File: src/verilog/cpu_pkg.sv
package cpu_pkg;

    localparam int xlen       = 32;
    localparam int reg_addr_w = 5;

    // control FSM states
    typedef enum logic [2:0] {
        st_fetch,
        st_fetch_wait,
        st_decode,
        st_execute,
        st_mem_wait,
        st_writeback,
        st_halt
    } state_e;

    // pass_b carries the U immediate for lui
    typedef enum logic [3:0] {
        alu_add,
        alu_sub,
        alu_and,
        alu_or,
        alu_xor,
        alu_sll,
        alu_srl,
        alu_sra,
        alu_slt,
        alu_sltu,
        alu_pass_b
    } alu_op_e;

    typedef enum logic [3:0] {
        cls_alu_reg,
        cls_alu_imm,
        cls_lui,
        cls_load,
        cls_store,
        cls_branch,
        cls_jal,
        cls_jalr,
        cls_illegal
    } inst_class_e;

    typedef struct packed {
        inst_class_e           cls;
        alu_op_e               alu_op;
        logic [2:0]            br_funct3;
        logic [reg_addr_w-1:0] rs1;
        logic [reg_addr_w-1:0] rs2;
        logic [reg_addr_w-1:0] rd;
        logic [xlen-1:0]       imm;
    } decoded_t;

    // memory ports, one request pulse then one done pulse
    typedef struct packed {
        logic            valid;
        logic [xlen-1:0] addr;
    } imem_req_t;

    typedef struct packed {
        logic            done;
        logic [xlen-1:0] data;
    } imem_rsp_t;

    typedef struct packed {
        logic            valid;
        logic            write;
        logic [xlen-1:0] addr;
        logic [xlen-1:0] wdata;
    } dmem_req_t;

    typedef struct packed {
        logic            done;
        logic [xlen-1:0] rdata;
    } dmem_rsp_t;

    typedef struct packed {
        logic                  valid;
        logic [xlen-1:0]       pc;
        logic                  we;
        logic [reg_addr_w-1:0] rd;
        logic [xlen-1:0]       wdata;
        logic [xlen-1:0]       next_pc;
    } retire_t;

endpackage

File: src/verilog/reg_file.sv
module reg_file (
    input  logic                           clk,
    input  logic                           rstn,
    input  logic                           we,
    input  logic [cpu_pkg::reg_addr_w-1:0] rd,
    input  logic [cpu_pkg::reg_addr_w-1:0] rs1,
    input  logic [cpu_pkg::reg_addr_w-1:0] rs2,
    input  logic [cpu_pkg::xlen-1:0]       wdata,
    output logic [cpu_pkg::xlen-1:0]       rs1_data,
    output logic [cpu_pkg::xlen-1:0]       rs2_data
);
    import cpu_pkg::*;

    localparam int num_regs = 2 ** reg_addr_w;

    logic [xlen-1:0] regs [num_regs];

    // x0 is never written, so it stays at its reset value of zero
    always_ff @(posedge clk) begin
        if (!rstn) begin
            for (int i = 0; i < num_regs; i++) begin
                regs[i] <= '0;
            end
        end else if (we && rd != '0) begin
            regs[rd] <= wdata;
        end
    end

    // asynchronous read ports
    assign rs1_data = regs[rs1];
    assign rs2_data = regs[rs2];

endmodule

File: src/verilog/fetch_unit.sv
module fetch_unit #(
    parameter logic [cpu_pkg::xlen-1:0] RESET_PC = '0
) (
    input  logic                     clk,
    input  logic                     rstn,
    input  logic                     start,
    input  logic                     pc_load,
    input  logic [cpu_pkg::xlen-1:0] next_pc,
    output cpu_pkg::imem_req_t       imem_req,
    input  cpu_pkg::imem_rsp_t       imem_rsp,
    output logic [cpu_pkg::xlen-1:0] pc,
    output logic [cpu_pkg::xlen-1:0] inst,
    output logic                     fetched
);
    import cpu_pkg::*;

    logic            req_valid;
    logic [xlen-1:0] req_addr;

    always_ff @(posedge clk) begin
        if (!rstn) begin
            pc        <= RESET_PC;
            req_valid <= 1'b0;
            fetched   <= 1'b0;
        end else begin
            req_valid <= start;
            fetched   <= imem_rsp.done;
            if (pc_load) begin
                pc <= next_pc;
            end
        end
    end

    // request address and instruction word
    always_ff @(posedge clk) begin
        if (start) begin
            req_addr <= {pc[xlen-1:2], 2'b00};
        end
        if (imem_rsp.done) begin
            inst <= imem_rsp.data;
        end
    end

    assign imem_req = '{valid: req_valid, addr: req_addr};

endmodule

File: src/verilog/decoder.sv
module decoder (
    input  logic [cpu_pkg::xlen-1:0] inst,
    output cpu_pkg::decoded_t        dec
);
    import cpu_pkg::*;

    // major opcodes of the kept subset
    typedef enum logic [6:0] {
        opc_reg    = 7'b0110011,
        opc_imm    = 7'b0010011,
        opc_lui    = 7'b0110111,
        opc_load   = 7'b0000011,
        opc_store  = 7'b0100011,
        opc_branch = 7'b1100011,
        opc_jal    = 7'b1101111,
        opc_jalr   = 7'b1100111
    } opcode_e;

    logic [2:0]      funct3;
    logic [6:0]      funct7;
    logic [xlen-1:0] imm_i;
    logic [xlen-1:0] imm_s;
    logic [xlen-1:0] imm_b;
    logic [xlen-1:0] imm_u;
    logic [xlen-1:0] imm_j;
    alu_op_e         arith_op;
    logic            f7_ok;

    assign funct3 = inst[14:12];
    assign funct7 = inst[31:25];

    assign imm_i = {{20{inst[31]}}, inst[31:20]};
    assign imm_s = {{20{inst[31]}}, inst[31:25], inst[11:7]};
    assign imm_b = {{19{inst[31]}}, inst[31], inst[7], inst[30:25], inst[11:8], 1'b0};
    assign imm_u = {inst[31:12], 12'b0};
    assign imm_j = {{11{inst[31]}}, inst[31], inst[19:12], inst[20], inst[30:21], 1'b0};

    // funct3 to ALU op, bit 30 picks sub and sra
    always_comb begin
        case (funct3)
            3'b000:  arith_op = (inst[30] && inst[6:0] == opc_reg) ? alu_sub : alu_add;
            3'b001:  arith_op = alu_sll;
            3'b010:  arith_op = alu_slt;
            3'b011:  arith_op = alu_sltu;
            3'b100:  arith_op = alu_xor;
            3'b101:  arith_op = inst[30] ? alu_sra : alu_srl;
            3'b110:  arith_op = alu_or;
            default: arith_op = alu_and;
        endcase
    end

    // funct7 may only be 0100000 for sub and sra, otherwise all zero
    always_comb begin
        if (funct7 == 7'b0000000) begin
            f7_ok = 1'b1;
        end else if (funct7 == 7'b0100000) begin
            f7_ok = (funct3 == 3'b101) || (funct3 == 3'b000 && inst[6:0] == opc_reg);
        end else begin
            f7_ok = 1'b0;
        end
    end

    always_comb begin
        dec.cls       = cls_illegal;
        dec.alu_op    = alu_add;
        dec.br_funct3 = funct3;
        dec.rs1       = inst[19:15];
        dec.rs2       = inst[24:20];
        dec.rd        = inst[11:7];
        dec.imm       = imm_i;
        case (opcode_e'(inst[6:0]))
            opc_reg: begin
                dec.cls    = f7_ok ? cls_alu_reg : cls_illegal;
                dec.alu_op = arith_op;
            end
            opc_imm: begin
                // only the shifts carry a funct7 field
                dec.cls    = (funct3 == 3'b001 || funct3 == 3'b101) && !f7_ok ?
                             cls_illegal : cls_alu_imm;
                dec.alu_op = arith_op;
            end
            opc_lui: begin
                dec.cls    = cls_lui;
                dec.alu_op = alu_pass_b;
                dec.imm    = imm_u;
            end
            opc_load: begin
                dec.cls = (funct3 == 3'b010) ? cls_load : cls_illegal;
            end
            opc_store: begin
                dec.cls = (funct3 == 3'b010) ? cls_store : cls_illegal;
                dec.imm = imm_s;
            end
            opc_branch: begin
                dec.cls    = (funct3[2:1] == 2'b01) ? cls_illegal : cls_branch;
                dec.alu_op = alu_sub;
                dec.imm    = imm_b;
            end
            opc_jal: begin
                dec.cls = cls_jal;
                dec.imm = imm_j;
            end
            opc_jalr: begin
                dec.cls = (funct3 == 3'b000) ? cls_jalr : cls_illegal;
            end
            default: begin
                dec.cls = cls_illegal;
            end
        endcase
    end

endmodule

File: src/verilog/alu.sv
module alu (
    input  cpu_pkg::alu_op_e         op,
    input  logic [cpu_pkg::xlen-1:0] a,
    input  logic [cpu_pkg::xlen-1:0] b,
    input  logic [2:0]               branch_funct3,
    output logic [cpu_pkg::xlen-1:0] result,
    output logic                     taken
);
    import cpu_pkg::*;

    logic lt_s;
    logic lt_u;

    assign lt_s = $signed(a) < $signed(b);
    assign lt_u = a < b;

    always_comb begin
        case (op)
            alu_add:  result = a + b;
            alu_sub:  result = a - b;
            alu_and:  result = a & b;
            alu_or:   result = a | b;
            alu_xor:  result = a ^ b;
            alu_sll:  result = a << b[4:0];
            alu_srl:  result = a >> b[4:0];
            alu_sra:  result = $unsigned($signed(a) >>> b[4:0]);
            alu_slt:  result = {{(xlen-1){1'b0}}, lt_s};
            alu_sltu: result = {{(xlen-1){1'b0}}, lt_u};
            default:  result = b;
        endcase
    end

    // branch condition from funct3
    always_comb begin
        case (branch_funct3)
            3'b000:  taken = (a == b);
            3'b001:  taken = (a != b);
            3'b100:  taken = lt_s;
            3'b101:  taken = !lt_s;
            3'b110:  taken = lt_u;
            3'b111:  taken = !lt_u;
            default: taken = 1'b0;
        endcase
    end

endmodule

File: src/verilog/load_store_unit.sv
module load_store_unit (
    input  logic                     clk,
    input  logic                     rstn,
    input  logic                     go,
    input  logic                     write,
    input  logic [cpu_pkg::xlen-1:0] addr,
    input  logic [cpu_pkg::xlen-1:0] wdata,
    output cpu_pkg::dmem_req_t       dmem_req,
    input  cpu_pkg::dmem_rsp_t       dmem_rsp,
    output logic [cpu_pkg::xlen-1:0] rdata,
    output logic                     done
);
    import cpu_pkg::*;

    logic            req_valid;
    logic            req_write;
    logic [xlen-1:0] req_addr;
    logic [xlen-1:0] req_wdata;

    // one request pulse per go, one done pulse per memory done
    always_ff @(posedge clk) begin
        if (!rstn) begin
            req_valid <= 1'b0;
            done      <= 1'b0;
        end else begin
            req_valid <= go;
            done      <= dmem_rsp.done;
        end
    end

    always_ff @(posedge clk) begin
        if (go) begin
            req_write <= write;
            req_addr  <= {addr[xlen-1:2], 2'b00};
            req_wdata <= wdata;
        end
        // a store done carries no data, the value is simply not used
        if (dmem_rsp.done) begin
            rdata <= dmem_rsp.rdata;
        end
    end

    assign dmem_req = '{
        valid: req_valid,
        write: req_write,
        addr:  req_addr,
        wdata: req_wdata
    };

endmodule

File: src/verilog/cpu.sv
module cpu #(
    parameter logic [cpu_pkg::xlen-1:0] RESET_PC = '0
) (
    input  logic               clk,
    input  logic               rstn,
    output cpu_pkg::imem_req_t imem_req,
    input  cpu_pkg::imem_rsp_t imem_rsp,
    output cpu_pkg::dmem_req_t dmem_req,
    input  cpu_pkg::dmem_rsp_t dmem_rsp,
    output cpu_pkg::retire_t   retire,
    output logic               halted
);
    import cpu_pkg::*;

    state_e          state;
    logic [xlen-1:0] pc;
    logic [xlen-1:0] inst;
    logic            fetched;
    decoded_t        dec;
    decoded_t        dec_q;
    logic [xlen-1:0] rs1_data;
    logic [xlen-1:0] rs2_data;
    logic [xlen-1:0] rs1_q;
    logic [xlen-1:0] rs2_q;
    logic [xlen-1:0] alu_b;
    logic [xlen-1:0] alu_result;
    logic            taken;
    logic            is_mem;
    logic            lsu_done;
    logic [xlen-1:0] lsu_rdata;
    logic [xlen-1:0] pc_plus4;
    logic [xlen-1:0] pc_target;
    logic            exe_we;
    logic [xlen-1:0] exe_data;
    logic [xlen-1:0] exe_next_pc;
    logic            wb_we;
    logic [xlen-1:0] wb_data;
    logic [xlen-1:0] wb_next_pc;

    reg_file u_reg_file (
        .clk      (clk),
        .rstn     (rstn),
        .we       (state == st_writeback && wb_we),
        .rd       (dec_q.rd),
        .rs1      (dec.rs1),
        .rs2      (dec.rs2),
        .wdata    (wb_data),
        .rs1_data (rs1_data),
        .rs2_data (rs2_data)
    );

    fetch_unit #(
        .RESET_PC (RESET_PC)
    ) u_fetch (
        .clk      (clk),
        .rstn     (rstn),
        .start    (state == st_fetch),
        .pc_load  (state == st_writeback),
        .next_pc  (wb_next_pc),
        .imem_req (imem_req),
        .imem_rsp (imem_rsp),
        .pc       (pc),
        .inst     (inst),
        .fetched  (fetched)
    );

    decoder u_decoder (
        .inst (inst),
        .dec  (dec)
    );

    alu u_alu (
        .op            (dec_q.alu_op),
        .a             (rs1_q),
        .b             (alu_b),
        .branch_funct3 (dec_q.br_funct3),
        .result        (alu_result),
        .taken         (taken)
    );

    load_store_unit u_lsu (
        .clk      (clk),
        .rstn     (rstn),
        .go       (state == st_execute && is_mem),
        .write    (dec_q.cls == cls_store),
        .addr     (alu_result),
        .wdata    (rs2_q),
        .dmem_req (dmem_req),
        .dmem_rsp (dmem_rsp),
        .rdata    (lsu_rdata),
        .done     (lsu_done)
    );

    assign is_mem    = (dec_q.cls == cls_load) || (dec_q.cls == cls_store);
    assign alu_b     = (dec_q.cls == cls_alu_reg || dec_q.cls == cls_branch) ? rs2_q : dec_q.imm;
    assign pc_plus4  = pc + 32'd4;
    assign pc_target = pc + dec_q.imm;

    // execute result and next pc selection
    always_comb begin
        exe_we      = 1'b0;
        exe_data    = alu_result;
        exe_next_pc = pc_plus4;
        case (dec_q.cls)
            cls_alu_reg, cls_alu_imm, cls_lui, cls_load: begin
                exe_we = 1'b1;
            end
            cls_branch: begin
                exe_next_pc = taken ? pc_target : pc_plus4;
            end
            cls_jal: begin
                exe_we      = 1'b1;
                exe_data    = pc_plus4;
                exe_next_pc = pc_target;
            end
            cls_jalr: begin
                exe_we      = 1'b1;
                exe_data    = pc_plus4;
                exe_next_pc = alu_result & ~32'd1;
            end
            default: begin
                exe_we = 1'b0;
            end
        endcase
    end

    always_ff @(posedge clk) begin
        if (!rstn) begin
            state <= st_fetch;
        end else begin
            case (state)
                st_fetch:      state <= st_fetch_wait;
                st_fetch_wait: state <= fetched ? st_decode : st_fetch_wait;
                st_decode:     state <= st_execute;
                st_execute: begin
                    if (dec_q.cls == cls_illegal) begin
                        state <= st_halt;
                    end else if (is_mem) begin
                        state <= st_mem_wait;
                    end else begin
                        state <= st_writeback;
                    end
                end
                st_mem_wait:   state <= lsu_done ? st_writeback : st_mem_wait;
                st_writeback:  state <= st_fetch;
                default:       state <= st_halt;
            endcase
        end
    end

    always_ff @(posedge clk) begin
        if (state == st_decode) begin
            dec_q <= dec;
            rs1_q <= rs1_data;
            rs2_q <= rs2_data;
        end
        if (state == st_execute) begin
            wb_we      <= exe_we && dec_q.rd != '0;
            wb_data    <= exe_data;
            // word-aligned, as the fetch path expects
            wb_next_pc <= {exe_next_pc[xlen-1:2], 2'b00};
        end
        if (state == st_mem_wait && lsu_done && dec_q.cls == cls_load) begin
            wb_data <= lsu_rdata;
        end
    end

    // rd and wdata read as zero when nothing is written
    assign retire = '{
        valid:   state == st_writeback,
        pc:      pc,
        we:      wb_we,
        rd:      wb_we ? dec_q.rd : '0,
        wdata:   wb_we ? wb_data : '0,
        next_pc: wb_next_pc
    };

    assign halted = (state == st_halt);

endmodule

File: config.mk
export PLATFORM = sky130hd
export DESIGN_NAME = cpu
export DESIGN_NICKNAME = d
export VERILOG_FILES = /design/src/verilog/cpu_pkg.sv /design/src/verilog/reg_file.sv /design/src/verilog/fetch_unit.sv /design/src/verilog/decoder.sv /design/src/verilog/alu.sv /design/src/verilog/load_store_unit.sv /design/src/verilog/cpu.sv
export SDC_FILE = /design/constraint.sdc
export NUM_CORES = 2
export LEC_CHECK = 0
export ABC_AREA = 1
export BUFFER_PORTS_ARGS = -buffer_cell sky130_fd_sc_hd__buf_2
export CAP_MARGIN = 20
export CELL_PAD_IN_SITES_DETAIL_PLACEMENT = 1
export CELL_PAD_IN_SITES_GLOBAL_PLACEMENT = 1
export CORE_UTILIZATION = 28
export CTS_CLUSTER_DIAMETER = 50
export DETAILED_ROUTE_END_ITERATION = 6
export PLACE_DENSITY = 0.6
export SKIP_LAST_GASP = 1
export SLEW_MARGIN = 30
export SYNTH_ARGS = -nofsm -noshare
export SYNTH_HDL_FRONTEND = slang
export SYNTH_SLANG_ARGS = --single-unit
File: constraint.sdc
create_clock -name clk -period 18 [get_ports clk]
set_input_delay 1.8 -clock clk [delete_from_list [all_inputs] [get_ports clk]]
set_output_delay 1.8 -clock clk [all_outputs]
set_load 0.005 [all_outputs]
==> flow_metrics.tcl <==
set metrics [dict create \
    worstPathMaxFanout 60 \
    synthCells 9437 \
    netlist_area_sq_um 79800 \
    cts_made_buffers 197 \
    nNetsFinal 9545 \
    dr_total_vias 79200 \
    max_stage_delay_ns 0.86 \
    crit_type "register to register" \
    cts_resized 0 \
    reg2reg_to "wb_next_pc[13]$_DFFE_PP_" \
    gp_congestion 0.990 \
    power_density_nw_per_um2 99.5 \
    max-slew-margin-rel_pct 25.3 \
    critical_path_arrival_ns 7.24 \
    finalSetupViolations 0 \
    ys_seq_elements 1393 \
    ir_worst_vdd_uv 75.1 \
    grt_pass1_vias 77100 \
    grt_max_degree 204 \
    max_freq_mhz 150 \
    rows 195 \
    utilization_pct 32.2 \
    ioPinCount 271 \
    rsz0062_at_grt "false" \
    layout_setup_ws_ns 11.34 \
    critical_path.most_common_cell "nand3_1" \
    die_area_sq_um 287000 \
    syn2layout_area_growth_pct 14.2 \
    slew_violations 0 \
    place_ws_ns 11.55 \
    postRouteAntennaNets 0 \
    p_switching_mw 2.74 \
    startpoint_type "register" \
    cp-end-kind "register" \
    clkPwrFrac_pct 43.1 \
    first_iter_violations 10400 \
    p_seq_share_pct 42.0 \
    viasPerCell 5.97 \
    antenna_found_initial 36 \
    htreeDepth 4 \
    overflow 0 \
    die_h_microns 536 \
    grtUsageTotal_pct 29.6 \
    root_buffer "clkbuf_16" \
    insertion_delay_ns 0.89 \
    first_pass_iters 5 \
    synth_warnings 0 \
    tns_ns 0 \
    multi_input_area_sq_um 33500 \
    synth_commonest_cells "nor2_1, edfxtp_1, o21ai_0" \
    drc 0 \
    io_buffers 262 \
    core_sq_um 283000 \
    r2r_cells 20 \
    hpwl_microns 289000 \
    postLayoutCellArea_sq_um 91100 \
    synth_edf_count 1356 \
    final-seq-area_sq_um 41500 \
    synth.most_common_cell "nor2_1" \
    clkSlewWorstSetupHoldPaths_ns 0.06 \
    grt_pass1_wl_microns 606000 \
    swShare_pct 30.3 \
    drive_above_1_share_pct 9.66 \
    worstHoldStart "u_fetch.inst[10]$_DFFE_PP_" \
    die_w_microns 536 \
    cp_cell_sequence "inv_1 > nor2_2 > nand2_4 > nand2_4 > o21ai_0 > inv_1 > ha_1 > inv_1 > a21oi_1 > o21ai_0 > a21oi_1 > o31ai_1 > a21oi_1 > nand3_1 > nand3_1 > nand2_2 > nand2_4 > nand2_1 > nand3_1 > nand3_1" \
    holdWs_ns 0.518 \
    timing.final.crit_share_pct 37.0 \
    synth_ff_type "edfxtp_1" \
    rrSetupSlack_ns 11.34 \
    post-route-min-period_ns 6.66 \
    status "finished clean" \
    post-cts-setup-buffers 0 \
    ys_types 57 \
    ctsHoldBuffers 0 \
    start_util_pct 28.2 \
    wl_microns 439000 \
    synth_area_leaders "edfxtp_1, nor2_1, o21ai_0" \
    hp-class "register to register" \
    async_flop_share_pct 0 \
    worst_pin_slew_ns 1.12 \
    cts_tree "built" \
    cts_buffer_depth 4 \
    hold_viol 0 \
    comb_power_share_pct 14.8 \
    wl_per_cell_microns 33.1 \
    syn_avg_cell_area_sq_um 8.45 \
    min_to "dec_q[35]$_DFFE_PP_" \
    synth_top_area_share_pct 51.1 \
    intPower_mw 6.32 \
    fin_worst_skew_ns 0.152 \
    final.fill_count 32900 \
    cp_slowest_cell "o21ai_0" \
    yosysSeqAreaShare_pct 52.0 \
    regToRegStartpoint "dec_q[54]$_DFFE_PP_" \
    place_area_sq_um 84700 \
    hold_path_depth 0 \
    cts_sinks 1393 \
    p_leak_nw 34.8 \
    yosysTopAreaCell "edfxtp_1" \
    drv_cap 0 \
    required_ns 18.58 \
]
power by group through the flow:
stage / sequential [mW] / combinational, mW / clock (mW)
after floorplan: 3.82 / 0.733 / 0
after detailed placement: 3.87 / 1.30 / 0
after CTS: 3.81 / 1.30 / 3.95
after global routing: 3.82 / 1.41 / 4.06
after global placement: 3.87 / 1.27 / 0
final: 3.81 / 1.34 / 3.91
sequential cells by signal, summed over array words and instances (netlist names), 32 cells and up, named ones only:
register         flops
dec_q               48
rs1_q               32
rs2_q               32
u_fetch.inst        32
u_lsu.rdata         32
u_lsu.req_wdata     32
u_reg_file.regs   1024
wb_data             32
stage by stage:
| step | power [mW] | std cells |
|---|---|---|
| after floorplan | 4.55 | 9476 |
| after global placement | 5.14 | 12900 |
| final | 9.07 | 13300 |
| after global routing | 9.28 | 13200 |
| after CTS | 9.06 | 13200 |
| after detailed placement | 5.17 | 12900 |
logic make-up (layout without fill, tap and decap cells):
group	count (synthesis)	in the layout	synth area share, %
adders and majority gates	134	134	2.12
AOI/OAI and AO/OA	2377	2377	17.8
buffers and inverters	1351	1370	6.58
muxes	1	1	0.0125
xor gates and xnor gates	46	46	0.505
other	1	54	0.00470
and+or+nand+nor	4134	4134	21.0
DFF	1393	1393	52.0
cell usage in the layout, fill, tap and decap left out, types with 21 or more instances in the layout:
| cell | count |
|---|---|
| a21oi_1 | 297 |
| a31oi_1 | 77 |
| a32o_1 | 21 |
| a32oi_1 | 61 |
| buf_2 | 260 |
| buf_4 | 182 |
| clkbuf_1 | 33 |
| clkbuf_16 | 199 |
| clkinv_1 | 27 |
| clkinv_2 | 27 |
| conb_1 | 40 |
| dfxtp_1 | 37 |
| edfxtp_1 | 1356 |
| ha_1 | 132 |
| inv_1 | 519 |
| inv_2 | 30 |
| nand2_1 | 941 |
| nand2_2 | 73 |
| nand3_1 | 657 |
| nand4_1 | 30 |
| nor2_1 | 2308 |
| nor3_1 | 52 |
| o211ai_1 | 24 |
| o21ai_0 | 1307 |
| o21ai_1 | 25 |
| o221ai_1 | 389 |
| o22ai_1 | 99 |
| xor2_1 | 35 |
worst max-delay path, delay by kind of cell (launching register included):
kind	cells	cell delay (ns)
AO/OA/AOI/OAI	6	2.37
adder cells (fa/ha/maj)	1	0.55
flip-flops	1	0.44
buffers and inverters	3	0.56
AND/OR/NAND/NOR	10	2.40
final cells by class:
| class | instances | area share, % |
|---|---|---|
| flip-flops and latches | 1393 | 45.5 |
| multi-input cells | 6732 | 36.7 |
| inverters | 562 | 2.37 |
| well taps | 3743 | 5.14 |
| clock buffers | 234 | 5.63 |
| diodes | 14 | 0.0384 |
| clock inverters | 117 | 1.36 |
| repair buffers | 457 | 3.24 |
per-layer routing:
layer  up-vias  GRT usage [%]  wire (microns)
met3      1010           6.43           43600
li1      32900              -               -
met4        20           16.2           26400
met5         -              0             140
met2      4714           44.8          190000
met1     40500           39.1          179000
how the worst max path moves through the flow:
stage                              startpoint  depth (start not counted)                        to
after CTS                 dec_q[54]$_DFFE_PP_                         21   wb_next_pc[2]$_DFFE_PP_
after global placement    dec_q[54]$_DFFE_PP_                         21  wb_next_pc[11]$_DFFE_PP_
after global routing      dec_q[54]$_DFFE_PP_                         21   wb_next_pc[2]$_DFFE_PP_
final                     dec_q[54]$_DFFE_PP_                         20  wb_next_pc[13]$_DFFE_PP_
after floorplan                      register                          3        dec_q[0]$_DFFE_PP_
after detailed placement  dec_q[54]$_DFFE_PP_                         20   wb_next_pc[8]$_DFFE_PP_
Power figures use the tool's default switching activity.
